**src/common/db_route_pkg.sv**
```systemverilog
// ==============================
// Widths and counts shared by the lookup routing fabric
// NUM_RESP of 1 still yields a 1-bit responder index
// ==============================
`default_nettype none

package db_route_pkg;

    // ==============================
    // Lookup word widths
    // ==============================

    // Lookup key carried with each request
    localparam int KEY_WID = 8;

    // Lookup result returned with each ack
    localparam int VALUE_WID = 32;

    // ==============================
    // Fabric dimensions
    // ==============================

    // Responders behind the round-robin demux
    localparam int NUM_RESP = 2;

    // Responder index, kept at least one bit wide
    localparam int RESP_SEL_WID = (NUM_RESP > 1) ? $clog2(NUM_RESP) : 1;

    // Requests in flight tracked per routing stage
    localparam int CTXT_DEPTH = 32;

endpackage : db_route_pkg

`default_nettype wire

```
**src/db_demux/db_rr_demux.sv**
```systemverilog
// ==============================
// Responders are served in strict turn, one busy responder stalls all
// Responses must come back in global acceptance order
// ==============================
`timescale 1ns/1ps
`default_nettype none

module db_rr_demux (
    input  wire logic                                clk,
    input  wire logic                                i_reset,

    // Upstream requester side
    input  wire logic                                i_req,
    input  wire logic [db_route_pkg::KEY_WID-1:0]    i_key,
    output logic                                     o_rdy,
    output logic                                     o_ack,
    output logic                                     o_error,
    output logic                                     o_valid,
    output logic      [db_route_pkg::VALUE_WID-1:0]  o_value,

    // Responder side
    output logic      [db_route_pkg::NUM_RESP-1:0]   o_resp_req,
    output logic      [db_route_pkg::KEY_WID-1:0]    o_resp_key,
    input  wire logic [db_route_pkg::NUM_RESP-1:0]   i_resp_rdy,
    input  wire logic [db_route_pkg::NUM_RESP-1:0]   i_resp_ack,
    input  wire logic [db_route_pkg::NUM_RESP-1:0]   i_resp_error,
    input  wire logic [db_route_pkg::NUM_RESP-1:0]   i_resp_valid,
    input  wire logic [db_route_pkg::VALUE_WID-1:0]  i_resp_value [db_route_pkg::NUM_RESP]
);

    import db_route_pkg::*;

    logic [RESP_SEL_WID-1:0] turn;
    logic [RESP_SEL_WID-1:0] head_sel;
    logic                    ctxt_full;
    logic                    ctxt_empty;
    logic                    accept;

    // ==============================
    // Request dealing
    // ==============================

    // Only the responder whose turn it is sees the request
    always_comb begin
        o_resp_req = '0;
        for (int i = 0; i < NUM_RESP; i++) begin
            if (turn == RESP_SEL_WID'(i)) begin
                o_resp_req[i] = i_req && !ctxt_full;
            end
        end
    end

    assign o_resp_key = i_key;
    assign o_rdy      = i_resp_rdy[turn] && !ctxt_full;
    assign accept     = i_req && o_rdy;

    // Turn counter, holds while the current responder stalls
    always_ff @(posedge clk) begin
        if (i_reset) begin
            turn <= '0;
        end else if (accept) begin
            if (turn == RESP_SEL_WID'(NUM_RESP - 1)) begin
                turn <= '0;
            end else begin
                turn <= turn + 1'b1;
            end
        end
    end

    // Target responder of each accepted request
    ctxt_fifo #(
        .WIDTH     ( RESP_SEL_WID ),
        .DEPTH     ( CTXT_DEPTH )
    ) ctxt_fifo_inst (
        .clk       ( clk ),
        .i_reset   ( i_reset ),
        .i_wr      ( accept ),
        .i_wr_data ( turn ),
        .i_rd      ( o_ack ),
        .o_rd_data ( head_sel ),
        .o_full    ( ctxt_full ),
        .o_empty   ( ctxt_empty )
    );

    // ==============================
    // Response collection
    // ==============================

    // Listen only to the responder owning the oldest request
    assign o_ack   = !ctxt_empty && i_resp_ack[head_sel];
    assign o_error = i_resp_error[head_sel];
    assign o_valid = i_resp_valid[head_sel];
    assign o_value = i_resp_value[head_sel];

endmodule : db_rr_demux

`default_nettype wire

```
**src/db_mux/db_prio_mux.sv**
```systemverilog
// ==============================
// Strict priority, so a busy hi side can starve the lo side
// Downstream must answer in acceptance order
// ==============================
`timescale 1ns/1ps
`default_nettype none

module db_prio_mux (
    input  wire logic                           clk,
    input  wire logic                           i_reset,

    // High-priority requester
    input  wire logic                           i_hi_req,
    input  wire logic [db_route_pkg::KEY_WID-1:0]   i_hi_key,
    output logic                                o_hi_rdy,
    output logic                                o_hi_ack,
    output logic                                o_hi_error,
    output logic                                o_hi_valid,
    output logic      [db_route_pkg::VALUE_WID-1:0] o_hi_value,

    // Low-priority requester
    input  wire logic                           i_lo_req,
    input  wire logic [db_route_pkg::KEY_WID-1:0]   i_lo_key,
    output logic                                o_lo_rdy,
    output logic                                o_lo_ack,
    output logic                                o_lo_error,
    output logic                                o_lo_valid,
    output logic      [db_route_pkg::VALUE_WID-1:0] o_lo_value,

    // Merged downstream path
    output logic                                o_req,
    output logic      [db_route_pkg::KEY_WID-1:0]   o_key,
    input  wire logic                           i_rdy,
    input  wire logic                           i_ack,
    input  wire logic                           i_error,
    input  wire logic                           i_valid,
    input  wire logic [db_route_pkg::VALUE_WID-1:0] i_value
);

    import db_route_pkg::*;

    logic sel_lo;
    logic ctxt_full;
    logic ctxt_empty;
    logic ctxt_head_lo;
    logic accept;
    logic ack_ok;

    // ==============================
    // Request side
    // ==============================

    // Lo side wins only when hi side is idle
    assign sel_lo = i_lo_req && !i_hi_req;

    // Hold the request back while no context slot is free
    assign o_req = (sel_lo ? i_lo_req : i_hi_req) && !ctxt_full;
    assign o_key = sel_lo ? i_lo_key : i_hi_key;

    assign o_hi_rdy = !sel_lo && i_rdy && !ctxt_full;
    assign o_lo_rdy = sel_lo && i_rdy && !ctxt_full;

    assign accept = o_req && i_rdy;

    // Source side of each accepted request, oldest at head
    ctxt_fifo #(
        .WIDTH     ( 1 ),
        .DEPTH     ( CTXT_DEPTH )
    ) ctxt_fifo_inst (
        .clk       ( clk ),
        .i_reset   ( i_reset ),
        .i_wr      ( accept ),
        .i_wr_data ( sel_lo ),
        .i_rd      ( i_ack ),
        .o_rd_data ( ctxt_head_lo ),
        .o_full    ( ctxt_full ),
        .o_empty   ( ctxt_empty )
    );

    // ==============================
    // Response side
    // ==============================

    // A stray ack with nothing in flight goes nowhere
    assign ack_ok = i_ack && !ctxt_empty;

    assign o_hi_ack   = ack_ok && !ctxt_head_lo;
    assign o_hi_error = ack_ok && !ctxt_head_lo && i_error;
    assign o_lo_ack   = ack_ok && ctxt_head_lo;
    assign o_lo_error = ack_ok && ctxt_head_lo && i_error;

    // Result payload is shared, the ack qualifies it
    assign o_hi_valid = i_valid;
    assign o_hi_value = i_value;
    assign o_lo_valid = i_valid;
    assign o_lo_value = i_value;

endmodule : db_prio_mux

`default_nettype wire

```
**src/ctxt_fifo.sv**
```systemverilog
// ==============================
// Writes to a full FIFO and reads of an empty FIFO are dropped
// Read data is the head entry, valid while o_empty is low
// ==============================
`timescale 1ns/1ps
`default_nettype none

module ctxt_fifo #(
    parameter int WIDTH = 1,
    parameter int DEPTH = 32
) (
    input  wire logic             clk,
    input  wire logic             i_reset,
    input  wire logic             i_wr,
    input  wire logic [WIDTH-1:0] i_wr_data,
    input  wire logic             i_rd,
    output logic      [WIDTH-1:0] o_rd_data,
    output logic                  o_full,
    output logic                  o_empty
);

    localparam int PTR_WID = (DEPTH > 1) ? $clog2(DEPTH) : 1;
    localparam int CNT_WID = $clog2(DEPTH + 1);

    logic [WIDTH-1:0]   mem [DEPTH];
    logic [PTR_WID-1:0] wr_ptr;
    logic [PTR_WID-1:0] rd_ptr;
    logic [CNT_WID-1:0] count;
    logic               wr_en;
    logic               rd_en;

    assign o_full  = (count == CNT_WID'(DEPTH));
    assign o_empty = (count == '0);

    assign wr_en = i_wr && !o_full;
    assign rd_en = i_rd && !o_empty;

    // Storage array
    always_ff @(posedge clk) begin
        if (wr_en) begin
            mem[wr_ptr] <= i_wr_data;
        end
    end

    assign o_rd_data = mem[rd_ptr];

    // Pointers wrap explicitly so any depth works
    always_ff @(posedge clk) begin
        if (i_reset) begin
            wr_ptr <= '0;
            rd_ptr <= '0;
        end else begin
            if (wr_en) begin
                wr_ptr <= (wr_ptr == PTR_WID'(DEPTH - 1)) ? '0 : wr_ptr + 1'b1;
            end
            if (rd_en) begin
                rd_ptr <= (rd_ptr == PTR_WID'(DEPTH - 1)) ? '0 : rd_ptr + 1'b1;
            end
        end
    end

    // Occupancy, push and pop together leave it unchanged
    always_ff @(posedge clk) begin
        if (i_reset) begin
            count <= '0;
        end else if (wr_en && !rd_en) begin
            count <= count + 1'b1;
        end else if (rd_en && !wr_en) begin
            count <= count - 1'b1;
        end
    end

endmodule : ctxt_fifo

`default_nettype wire

```
**src/db_route_top.sv**
```systemverilog
// ==============================
// Read path only, hi/lo requesters fan out to NUM_RESP responders
// ==============================
`timescale 1ns/1ps
`default_nettype none

module db_route_top (
    input  wire logic                                clk,
    input  wire logic                                i_reset,

    // High-priority requester
    input  wire logic                                i_hi_req,
    input  wire logic [db_route_pkg::KEY_WID-1:0]    i_hi_key,
    output logic                                     o_hi_rdy,
    output logic                                     o_hi_ack,
    output logic                                     o_hi_error,
    output logic                                     o_hi_valid,
    output logic      [db_route_pkg::VALUE_WID-1:0]  o_hi_value,

    // Low-priority requester
    input  wire logic                                i_lo_req,
    input  wire logic [db_route_pkg::KEY_WID-1:0]    i_lo_key,
    output logic                                     o_lo_rdy,
    output logic                                     o_lo_ack,
    output logic                                     o_lo_error,
    output logic                                     o_lo_valid,
    output logic      [db_route_pkg::VALUE_WID-1:0]  o_lo_value,

    // Lookup responders
    output logic      [db_route_pkg::NUM_RESP-1:0]   o_resp_req,
    output logic      [db_route_pkg::KEY_WID-1:0]    o_resp_key,
    input  wire logic [db_route_pkg::NUM_RESP-1:0]   i_resp_rdy,
    input  wire logic [db_route_pkg::NUM_RESP-1:0]   i_resp_ack,
    input  wire logic [db_route_pkg::NUM_RESP-1:0]   i_resp_error,
    input  wire logic [db_route_pkg::NUM_RESP-1:0]   i_resp_valid,
    input  wire logic [db_route_pkg::VALUE_WID-1:0]  i_resp_value [db_route_pkg::NUM_RESP]
);

    import db_route_pkg::*;

    // Merged stream between the two stages
    logic                 mrg_req;
    logic [KEY_WID-1:0]   mrg_key;
    logic                 mrg_rdy;
    logic                 mrg_ack;
    logic                 mrg_error;
    logic                 mrg_valid;
    logic [VALUE_WID-1:0] mrg_value;

    db_prio_mux db_prio_mux_inst (
        .clk        ( clk ),
        .i_reset    ( i_reset ),
        .i_hi_req   ( i_hi_req ),
        .i_hi_key   ( i_hi_key ),
        .o_hi_rdy   ( o_hi_rdy ),
        .o_hi_ack   ( o_hi_ack ),
        .o_hi_error ( o_hi_error ),
        .o_hi_valid ( o_hi_valid ),
        .o_hi_value ( o_hi_value ),
        .i_lo_req   ( i_lo_req ),
        .i_lo_key   ( i_lo_key ),
        .o_lo_rdy   ( o_lo_rdy ),
        .o_lo_ack   ( o_lo_ack ),
        .o_lo_error ( o_lo_error ),
        .o_lo_valid ( o_lo_valid ),
        .o_lo_value ( o_lo_value ),
        .o_req      ( mrg_req ),
        .o_key      ( mrg_key ),
        .i_rdy      ( mrg_rdy ),
        .i_ack      ( mrg_ack ),
        .i_error    ( mrg_error ),
        .i_valid    ( mrg_valid ),
        .i_value    ( mrg_value )
    );

    db_rr_demux db_rr_demux_inst (
        .clk          ( clk ),
        .i_reset      ( i_reset ),
        .i_req        ( mrg_req ),
        .i_key        ( mrg_key ),
        .o_rdy        ( mrg_rdy ),
        .o_ack        ( mrg_ack ),
        .o_error      ( mrg_error ),
        .o_valid      ( mrg_valid ),
        .o_value      ( mrg_value ),
        .o_resp_req   ( o_resp_req ),
        .o_resp_key   ( o_resp_key ),
        .i_resp_rdy   ( i_resp_rdy ),
        .i_resp_ack   ( i_resp_ack ),
        .i_resp_error ( i_resp_error ),
        .i_resp_valid ( i_resp_valid ),
        .i_resp_value ( i_resp_value )
    );

endmodule : db_route_top

`default_nettype wire

```
**config.mk**
```make
export PLATFORM = sky130hd
export DESIGN_NAME = db_route_top
export DESIGN_NICKNAME = d
export VERILOG_FILES = /design/src/common/db_route_pkg.sv /design/src/db_demux/db_rr_demux.sv /design/src/db_mux/db_prio_mux.sv /design/src/ctxt_fifo.sv /design/src/db_route_top.sv
export SDC_FILE = /design/constraint.sdc
export NUM_CORES = 1
export LEC_CHECK = 0
export BUFFER_PORTS_ARGS = -buffer_cell sky130_fd_sc_hd__buf_2
export CAP_MARGIN = 20
export CORE_MARGIN = 1
export CORE_UTILIZATION = 35
export DETAILED_ROUTE_END_ITERATION = 10
export PLACE_DENSITY = 0.65
export SYNTH_ARGS = -nofsm -noshare
export SYNTH_HDL_FRONTEND = slang
export SYNTH_SLANG_ARGS = --single-unit
```
**constraint.sdc**
```tcl
create_clock -name clk -period 4.8 [get_ports clk]
set_input_delay 0.96 -clock clk [delete_from_list [all_inputs] [get_ports clk]]
set_output_delay 0.96 -clock clk [all_outputs]
set_load 0.005 [all_outputs]
```
**Word level (Yosys, flattened, before mapping)**

Memory sizes are Yosys's and may differ from the RTL's. A register that Yosys moved wholly into a read port is not among the register bits.
Cells that the tools add are included.

- Register bits: 33
- RAM bits: 64
- Input port bits: 92
- Output and inout bits: 82
- Logic and storage cells: 97
- Memories: 2

Memories:

| memory | words | bits a word | read ports | clocked after memory_dff | write ports | RTL line | text |
|---|---|---|---|---|---|---|---|
| db_prio_mux_inst.ctxt_fifo_inst.mem | 32 | 1 | 1 | 1 | 1 | ctxt_fifo.sv:25 | `logic [WIDTH-1:0] mem [DEPTH];` |
| db_rr_demux_inst.ctxt_fifo_inst.mem | 32 | 1 | 1 | 1 | 1 | ctxt_fifo.sv:25 |  |

- Add/sub/neg operators: 9
- $lt $le $gt $ge: 3
- Equality and inequality tests: 6
- Mux-type cells: 32
- Bitwise logic cells: 1
- Reductions and logical operators: 37

Operators by type and width:

| kind | count |
|---|---|
| 32-bit two-way mux | 3 |
| 5-bit two-way mux | 8 |
| 6-bit two-way mux | 4 |
| 1-bit logical AND | 22 |
| 5-bit by 1-bit adder with 5-bit output, second input constant | 4 |
| 5-bit == test, second input constant | 4 |
| 1-bit two-way mux | 16 |
| 6-bit by 1-bit adder with 6-bit output, second input constant | 2 |
| 6-bit == test, second input constant | 2 |
| 6-bit zero test | 2 |
| 6-bit by 1-bit subtractor with 6-bit output, second input constant | 2 |
| 1-bit zero test | 11 |
| 8-bit two-way mux | 1 |
| 1-bit by 2-bit less-than comparator with 1-bit output, second input constant | 2 |
| 2-bit nonzero test | 2 |
| 2-bit greater-or-equal comparator, second input constant | 1 |
| 1-bit NOT with 2-bit output | 1 |
| 1-bit adder, second input constant | 1 |

**Longest topological paths before layout**

Gate-level depths: netlist of run 1.

- Depth after elaboration: 10
- Mapped depth: 16
- Mapped depth without buffers: 14

**By module**

Synthesis of run 1 repeated with hierarchy kept, for this count alone.

- Cells, all modules: 596
- Area, all modules: 6,647.6 µm²

Modules (own cells, without submodules):

| module | instances | cells each | area an instance (µm²) | sequential area each (µm²) |
|---|---|---|---|---|
| ctxt_fifo | 2 | 225 | 2,616.3 | 1,381.3 |
| db_rr_demux | 1 | 59 | 716.9 | 20.0 |
| db_prio_mux | 1 | 87 | 698.2 | 0.0 |

**Least setup slack after synthesis of run 1**

OpenSTA, ideal clock, no wires.

- Kind: input-to-reg
- Start point: in i_resp_rdy[1] (netlist name)
- End point: reg db_rr_demux_inst.ctxt_fifo_inst.count[5]
- Library setup time: 0.121 ns
- Arrival: 3.579 ns
- Data required time: 4.679 ns
- Path slack: 1.100 ns
- Stages on the path: 14
- Path buffers: 2
- Cells stage by stage: mux2i_1 or4_1 buf_6 clkinv_4 buf_6 ha_1 inv_1 ha_1 a21o_1 a21oi_1 o21bai_1 a21oi_1 mux2i_1 mux2_2

- Cells in the longest elaborated chain, start to end: 8
- Elaborated cells between the ends (all ways): 10
- Those cells by class: mux: 3; reduce/logical: 7

RTL lines:

| item | RTL line | text |
|---|---|---|
| start: declaration | db_route_top.sv:32 | `input wire logic [db_route_pkg::NUM_RESP-1:0] i_resp_rdy,` |
| 1-bit two-way mux (not written as such) (*) (2 in a row) | db_rr_demux.sv:54 | `assign o_rdy = i_resp_rdy[turn] && !ctxt_full;` |
| 1-bit logical AND (*) | db_rr_demux.sv:54 |  |
| 1-bit logical AND (*) | db_rr_demux.sv:55 | `assign accept = i_req && o_rdy;` |
| 1-bit logical AND (*) | ctxt_fifo.sv:35 | `assign wr_en = i_wr && !o_full;` |
| via db_rr_demux_inst.ctxt_fifo_inst.wr_en | ctxt_fifo.sv:29 | `logic wr_en;` |
| 1-bit zero test | ctxt_fifo.sv:68 | `end else if (rd_en && !wr_en) begin` |
| 1-bit logical AND | ctxt_fifo.sv:68 |  |
| 2-bit nonzero test (no source line) | -- |  |
| end signal: assignment | ctxt_fifo.sv:67 | `count <= count + 1'b1;` |
| end signal: assignment | ctxt_fifo.sv:69 | `count <= count - 1'b1;` |
| end: declaration | ctxt_fifo.sv:28 | `logic [CNT_WID-1:0] count;` |

The timed path passes the listed nets; every way through them passes the cells marked *. The select of a mux whose other input is x is not followed.
A chain may end at the register's enable or synchronous reset.

**Worst setup path after layout of run 1**

- Start point: reg db_rr_demux_inst.ctxt_fifo_inst.count[0]
- End point: reg db_rr_demux_inst.ctxt_fifo_inst.count[5]

- Cells in the longest elaborated chain, start to end: 8
- Elaborated cells between the ends (all ways): 18
- Those cells by class: add/sub: 2; eq/ne: 1; mux: 2; reduce/logical: 13

RTL lines:

| item |
|---|
| branches (longest 8 deep; another with 6-bit by 1-bit subtractor with 6-bit output) |

Parallel ways; which one is timed is not known. The select of a mux whose other input is x is not followed.

==> flow_summary_export.csv, run 1 <==
group,metric,value,unit
synth,synth-edff-count,64,
synth,synth.mux.area_fraction,18.0,%
hold_path,hold_class,"reg -> reg",
clocking,clock_tree.buffer_depth,2,
synth,synth-seq-cells,107,
routing,via_per_inst,4.84,
synth,most_frequently_used_flop_master_after_synthesis,"sky130_fd_sc_hd__edfxtp_1",
status,run_status,"finished, final reports clean",
hold_path,hp-start,"db_prio_mux_inst.ctxt_fifo_inst.rd_ptr[4]",
layout,fill_cells,1642,
die,num_io_pins,174,
grt,first_pass_grt_wire_length,21800,um
power,p_leak,2.91,nW
setup_path,cp_data_arrival_time,4.18,ns
timing,fin_setup_tns,0,ns
timing,fin_crit_sh,82.2,%
clocking,ctsHoldBuffers,0,
placed_design,place.port_buffers,173,
setup_path,crit-reg2reg-launch,"db_rr_demux_inst.ctxt_fifo_inst.count[0]",
grt,antenna_found_initial,1,
setup_path,critical_path.top_delay_family,"simple AND/OR/NAND/NOR gates",
routing,routed_wirelength_normalized_by_instance_count,15.2,um
synth,nets_in_the_synthesized_netlist,681,
timing,worst-slew-pin-transition,0.758,ns
synth,post_synthesis_cell_type_count,50,
power,cellPowerDensity,487,nW/um2
clocking,clock_latency_on_the_worst_skew_pair,0.35,ns
setup_path,crit_fanout,13,
setup_path,critPathKind,"reg -> reg",
timing,slew_headroom,49.5,%
die,floorplan.die_area,18000,um2
setup_path,required_time_at_the_endpoint_of_the_critical_path,5.03,ns
synth,yosys.area_share.simple,17.1,%
timing,fmax,254,MHz
synth,syn-mean-instance-area,10.9,um2
synth,instance_count_of_the_mapped_netlist,563,
synth,asyncSetResetFlopFracSynth,0,%
synth,post-synth-top-area-fraction,31.4,%
setup_path,biggest_cell_delay_along_the_critical_path,0.56,ns
routing,final_antenna_net_count,0,
clocking,ctsResizeCount,0,
setup_path,cp_cell_instances,"or4_4 -> nor3b_1 -> or4_1 -> clkinv_4 -> ha_1 -> inv_1 -> ha_1 -> a21o_1 -> a21oi_1 -> o21bai_1 -> a21oi_1 -> mux2i_1 -> mux2_2",
layout,finalCoreUtilization,42.7,%
die,dieHeight,134,um
setup_path,critPathBufInv,2,
routing,post-route-drc-count,0,
clocking,cts_made_buffers,9,
grt,globalRouteTotalUtil,15.8,%
clocking,tritoncts_num_sinks,107,
synth,yosysWarningCount,0,
layout,finalNetCount,813,
synth,synth-adder-area-share,5.56,%
timing,finalMaxSlewViolations,0,
timing,setup_violations,0,
synth,post_synthesis_compound_gate_area_fraction,5.05,%
grt,globalRoute.totalOverflow,0,
die,core.rowCount,47,
grt,number_of_global_route_vias_before_repair,4401,
timing,finalHoldViolations,0,
timing,clock_skew,0.0132,ns
routing,detail_route.first_pass.iterations,4,
clocking,clock-root-buffer,"sky130_fd_sc_hd__clkbuf_16",
synth,dominant_combinational_cell_family_by_area_after_synthesis,"multiplexers",
setup_path,crit_path_start,"db_rr_demux_inst.ctxt_fifo_inst.count[0]",
synth,synth_top_cell_by_area,"sky130_fd_sc_hd__edfxtp_1",
die,die_w,134,um
setup_path,critical_path.startpoint_type,"register",
routing,postRouteWirelength,14000,um
clocking,clock_tree_from_tritoncts,"built",
timing,timing.final.crit_period,3.94,ns
layout,area_growth,17.5,%
routing,via_count,4462,
synth,synth_seq_area_share,45.5,%
clocking,cts_setup_buffers,0,
placed_design,detailedPlacementHpwl,10500,um
placed_design,place_congestion,0.754,
layout,post_route_cells_drive_above_1_share,38.7,%
clocking,cts_htree_levels,3,
setup_path,crit_path_end_kind,"register",
grt,largest_net_degree_at_the_start_of_global_routing,46,
synth,synth_xor_area_share,1.15,%
clocking,clk_pin_slew,0.07,ns
die,core_area,16800,um2
synth,yosys-top-cells-area,"sky130_fd_sc_hd__edfxtp_1, sky130_fd_sc_hd__dfxtp_1, sky130_fd_sc_hd__mux2_2, sky130_fd_sc_hd__nor2_1, sky130_fd_sc_hd__mux2i_1",
setup_path,critPathSlowestCell,"sky130_fd_sc_hd__or4_4",
synth,synth.cell_area,6120,um2
power,vdd.ir_drop.worst,0.221,mV
routing,first_iter_violations,162,
die,starting_utilization_of_the_core_area,36.4,%
run,cap_violations,0,
timing,grt_setup_unrepaired,"no",
==> state kept, by name, indices dropped and copies added, names as in the netlist, named ones only <==
name and count:
db_rr_demux_inst.turn 1, db_prio_mux_inst.ctxt_fifo_inst.count 6, db_rr_demux_inst.ctxt_fifo_inst.rd_ptr 5, db_prio_mux_inst.ctxt_fifo_inst.mem 32, db_rr_demux_inst.ctxt_fifo_inst.mem 32, db_prio_mux_inst.ctxt_fifo_inst.wr_ptr 5, db_rr_demux_inst.ctxt_fifo_inst.wr_ptr 5, db_rr_demux_inst.ctxt_fifo_inst.count 6
db_prio_mux_inst.ctxt_fifo_inst.rd_ptr 5
==> layer usage <==
metal	track usage (%)	part of all wire, %
met3	3.21	5.4
met5	0	0
met4	4.37	1.4
met2	30.5	53
met1	17.3	40
==> stage by stage <==
step | instances | power, mW | hold WS [ns] | setup WS (ns) | cell area (um2)
2_1_floorplan | 563 | 2.50 | 0.472 | 1.10 | 6120
3_3_place_gp | 904 | 2.83 | 0.501 | 0.974 | 6910
3_5_place_dp | 904 | 2.85 | 0.500 | 0.825 | 6910
4_1_cts | 920 | 3.55 | 0.514 | 0.815 | 7180
5_1_grt | 921 | 3.74 | 0.537 | 0.533 | 7190
6_report | 921 | 3.50 | 0.507 | 0.856 | 7190
==> synth_stat cells (2+ instances only) <==
library cell	number
sky130_fd_sc_hd__nor3_1	9
sky130_fd_sc_hd__o32ai_1	4
sky130_fd_sc_hd__or3_1	5
sky130_fd_sc_hd__buf_4	36
sky130_fd_sc_hd__buf_6	6
sky130_fd_sc_hd__xor2_1	4
sky130_fd_sc_hd__inv_1	16
sky130_fd_sc_hd__a31oi_1	3
sky130_fd_sc_hd__and3_1	5
sky130_fd_sc_hd__o21bai_1	2
sky130_fd_sc_hd__xnor2_1	4
sky130_fd_sc_hd__nand2_1	21
sky130_fd_sc_hd__o21ai_0	8
sky130_fd_sc_hd__nand2b_1	9
sky130_fd_sc_hd__or3b_2	4
sky130_fd_sc_hd__nor2_1	103
sky130_fd_sc_hd__nor3b_1	2
sky130_fd_sc_hd__mux2_2	45
sky130_fd_sc_hd__edfxtp_1	64
sky130_fd_sc_hd__buf_2	2
sky130_fd_sc_hd__nand3_1	10
sky130_fd_sc_hd__clkbuf_1	11
sky130_fd_sc_hd__fa_1	2
sky130_fd_sc_hd__dfxtp_1	43
sky130_fd_sc_hd__nand3b_1	7
sky130_fd_sc_hd__nor2b_1	10
sky130_fd_sc_hd__mux4_2	10
sky130_fd_sc_hd__mux2i_1	31
sky130_fd_sc_hd__ha_1	24
sky130_fd_sc_hd__nand2_4	5
sky130_fd_sc_hd__or4_1	4
sky130_fd_sc_hd__a21o_1	4
sky130_fd_sc_hd__buf_1	3
sky130_fd_sc_hd__a21oi_1	25
sky130_fd_sc_hd__a22oi_1	5
sky130_fd_sc_hd__nand2_2	2
sky130_fd_sc_hd__mux2i_4	2
==> cells in the final DEF (no fill, tap or decap), types with 10 or more instances in the layout <==
cell and count:
sky130_fd_sc_hd__edfxtp_1 64, sky130_fd_sc_hd__mux4_2 10, sky130_fd_sc_hd__buf_2 173, sky130_fd_sc_hd__a21oi_1 25
sky130_fd_sc_hd__dfxtp_1 43, sky130_fd_sc_hd__nand3_1 10, sky130_fd_sc_hd__nand2_1 21, sky130_fd_sc_hd__nor2_1 103
sky130_fd_sc_hd__inv_1 16, sky130_fd_sc_hd__ha_1 24, sky130_fd_sc_hd__mux2_2 45, sky130_fd_sc_hd__mux2i_1 31
==> kinds of logic after synthesis <==
logic type	after synthesis
xor gates and xnor gates	8
DFF	107
and+or+nand+nor	206
muxes	89
buffers and inverters	75
AOI/OAI and AO/OA	52
adders and majority gates	26
==> layout make-up <==
type	count	area, um2	area share (%)
timing repair buffer	179	911	12.7
inverter	17	68.8	0.958
tap	220	275	3.83
clock buffer	10	229	3.19
antenna	1	2.50	0.0348
multi-input combinational	381	2870	39.9
sequential	107	2780	38.7
clock inverter	6	50.0	0.696
==> worst min-delay path, cell delays in order, from the launching register on <==
cell	delay, ns
sky130_fd_sc_hd__dfxtp_1	0.31
sky130_fd_sc_hd__nand2b_1	0.06
sky130_fd_sc_hd__mux2i_1	0.08
==> power by group <==
group,switching [mW],internal [mW]
combinational,0.857,0.807
sequential,0.0834,1.06
clock,0.337,0.359
==> final timing paths <==
path              depth (start not counted)  slack, ns                                       end
setup reg to reg                         13       0.86  db_rr_demux_inst.ctxt_fifo_inst.count[5]
hold / removal                            2       0.51                                  register
hold reg to reg                           2       0.51                                  register
setup / recovery                         13       0.86  db_rr_demux_inst.ctxt_fifo_inst.count[5]
No activity file was read; power rests on OpenSTA's default activity.
==> run 2, diff against run 1 <==
Settings changed: PLACE_DENSITY 0.65 to 0.68.
Clock period 4.8 ns to 3.15 ns, I/O delays scaled along.
==> run 2 against run 1 <==
Against the previous run: final area up 9.8%; first-iteration DRC count up 35%; the run now ends with setup timing left; register-to-register slack worse by 1.0 ns; clock skew down 0.0052 ns; largest cell class unchanged; cell count up 5.5%; sequential power up 51%; global-route usage up 1.3 points; clock-buffer cell count unchanged; hold slack better by 0.0025 ns; critical path depth up 1.
==> flow_summary_export.csv, run 2 (synthesis results as in run 1) <==
group,metric,value,unit
routing,detail_route.first_pass.iterations,4,
die,core.rowCount,47,
clocking,clock_latency_on_the_worst_skew_pair,0.36,ns
routing,postRouteWirelength,15800,um
clocking,clock_tree.buffer_depth,2,
layout,most_common_cell_after_layout_fill_and_taps_aside,"sky130_fd_sc_hd__buf_2",
power,p_leak,3.25,nW
hold_path,hp-start,"db_prio_mux_inst.ctxt_fifo_inst.rd_ptr[4]",
run,cap_violations,0,
setup_path,cp_data_arrival_time,3.55,ns
clocking,cts_htree_levels,3,
layout,area_growth,29.0,%
die,num_io_pins,174,
power,switching_share,35.4,%
routing,post-route-drc-count,0,
timing,timing.final.crit_period,3.30,ns
timing,grt_setup_unrepaired,"yes",
die,dieHeight,134,um
grt,antenna_found_initial,1,
timing,fin_setup_tns,-0.204,ns
routing,routed_wirelength_normalized_by_instance_count,16.3,um
timing,slew_headroom,47.2,%
timing,fin_crit_sh,105,%
placed_design,pre_cts_ws,-0.164,ns
routing,first_iter_violations,219,
grt,largest_net_degree_at_the_start_of_global_routing,46,
grt,first_pass_grt_wire_length,23300,um
timing,clock_skew,0.00796,ns
power,internal_power,4.14,mW
setup_path,crit-reg2reg-launch,"db_rr_demux_inst.ctxt_fifo_inst.count[3]",
clocking,cts_made_buffers,9,
clocking,ctsHoldBuffers,0,
routing,final_antenna_net_count,0,
timing,finalHoldViolations,0,
layout,final_cell_mix,"sky130_fd_sc_hd__buf_2, sky130_fd_sc_hd__nor2_1, sky130_fd_sc_hd__edfxtp_1",
setup_path,critical_path.startpoint_type,"register",
die,floorplan.die_area,18000,um2
die,core_area,16800,um2
status,run_status,"complete, but fails checks",
clocking,clock_tree_from_tritoncts,"built",
clocking,clk_pin_slew,0.07,ns
setup_path,regToRegEndpoint,"db_prio_mux_inst.ctxt_fifo_inst.count[5]",
setup_path,worstRegToRegCells,14,
setup_path,crit_path_start,"db_rr_demux_inst.ctxt_fifo_inst.count[3]",
power,p_seq_share,26.9,%
setup_path,reg2reg_slack,-0.15,ns
setup_path,required_time_at_the_endpoint_of_the_critical_path,3.40,ns
layout,finalNetCount,864,
clocking,tritoncts_num_sinks,107,
timing,fmax,303,MHz
die,die_w,134,um
placed_design,place_congestion,0.778,
layout,fill_cells,1565,
power,clkPwrFrac,17.6,%
hold_path,hold_class,"reg -> reg",
power,cellPowerDensity,813,nW/um2
die,starting_utilization_of_the_core_area,36.4,%
grt,globalRoute.totalOverflow,0,
power,netSwitchingPower,2.27,mW
hold_path,worst_hold_path.num_cells,2,
power,vdd.ir_drop.worst,0.437,mV
placed_design,detailedPlacementHpwl,11500,um
power,power.share.combinational,55.6,%
setup_path,crit_path_end_kind,"register",
grt,number_of_global_route_vias_before_repair,4569,
layout,post_route_cells_drive_above_1_share,46.5,%
timing,final_critical_path_setup_slack,-0.149,ns
status,failed_checks,"setup timing",
placed_design,place.port_buffers,173,
grt,globalRouteTotalUtil,17.1,%
setup_path,critPathKind,"reg -> reg",
timing,post_route_hold_slack,0.509,ns
layout,finalCoreUtilization,46.9,%
timing,worst-slew-pin-transition,0.792,ns
setup_path,crit_fanout,5,
routing,via_per_inst,4.86,
clocking,clock-root-buffer,"sky130_fd_sc_hd__clkbuf_16",
timing,setup_violations,2,
timing,finalMaxSlewViolations,0,
layout,largest_registers,"db_prio_mux_inst.ctxt_fifo_inst.mem (32), db_rr_demux_inst.ctxt_fifo_inst.mem (32)",
routing,via_count,4727,
run 2: worst max-delay path, cell delays in order (launching register included):
cell	delay [ns]
sky130_fd_sc_hd__dfxtp_1	0.31
sky130_fd_sc_hd__or4_4	0.56
sky130_fd_sc_hd__nor3_4	0.32
sky130_fd_sc_hd__nor2b_4	0.09
sky130_fd_sc_hd__nor2b_4	0.14
sky130_fd_sc_hd__mux2i_4	0.20
sky130_fd_sc_hd__ha_4	0.18
sky130_fd_sc_hd__inv_4	0.05
sky130_fd_sc_hd__ha_4	0.20
sky130_fd_sc_hd__a21o_1	0.16
sky130_fd_sc_hd__a21oi_2	0.15
sky130_fd_sc_hd__o21bai_1	0.08
sky130_fd_sc_hd__a21oi_1	0.16
sky130_fd_sc_hd__mux2i_1	0.24
sky130_fd_sc_hd__mux2_2	0.35
run 2: per-stage QoR:
step	instance area, um2	power [mW]	cells
CTS	7670	6.05	959
floorplan	6190	3.89	563
detailed placement	7230	4.74	936
global placement	7230	4.71	936
finish	7890	6.41	972
global route	7890	6.79	972
run 2: worst max path at each step:
stage | endpoint | slack, ns | cells after the start
floorplan | db_prio_mux_inst.ctxt_fifo_inst.count[5] | -0.22 | 14
global placement | db_rr_demux_inst.ctxt_fifo_inst.count[5] | -0.1 | 13
detailed placement | db_prio_mux_inst.ctxt_fifo_inst.count[5] | -0.16 | 14
CTS | db_prio_mux_inst.ctxt_fifo_inst.count[5] | -0.12 | 14
global route | db_prio_mux_inst.ctxt_fifo_inst.count[5] | -0.25 | 14
finish | db_prio_mux_inst.ctxt_fifo_inst.count[5] | -0.15 | 14
run 2: power by group through the flow:
stage,logic (mW),registers [mW],clock network (mW)
floorplan,2.15,1.74,0
global placement,2.97,1.74,0
detailed placement,2.99,1.75,0
CTS,3.19,1.72,1.14
global route,3.84,1.74,1.21
finish,3.56,1.72,1.13
run 2: per-layer routing:
metal	global-route usage, %	vias to the layer above	part of all wire (%)
met5	0	-	0
met1	18.1	2220	39
met3	4.61	20	5.7
met4	4.49	0	2.7
met2	33.2	163	53
li1	-	2324	-
run 2: timing repair:
item | 4_1_cts | 5_1_grt
hold endpoints to repair | 0 | 0
setup buffers | 7 | 9
setup endpoints to repair | 71 | 73
gates cloned | 0 | 3
pin swaps | 11 | 15
gates resized for setup | 14 | 19
run 2: area by class of cell:
class                   instances  area (um2)  area share (%)
diodes                          1        2.50          0.0317
clock buffers                  10         229            2.90
clock inverters                 6        65.1           0.824
inverters                      17        73.8           0.935
multi-input cells             381        3050            38.7
flip-flops and latches        107        2790            35.4
well taps                     220         275            3.49
repair buffers                230        1400            17.8
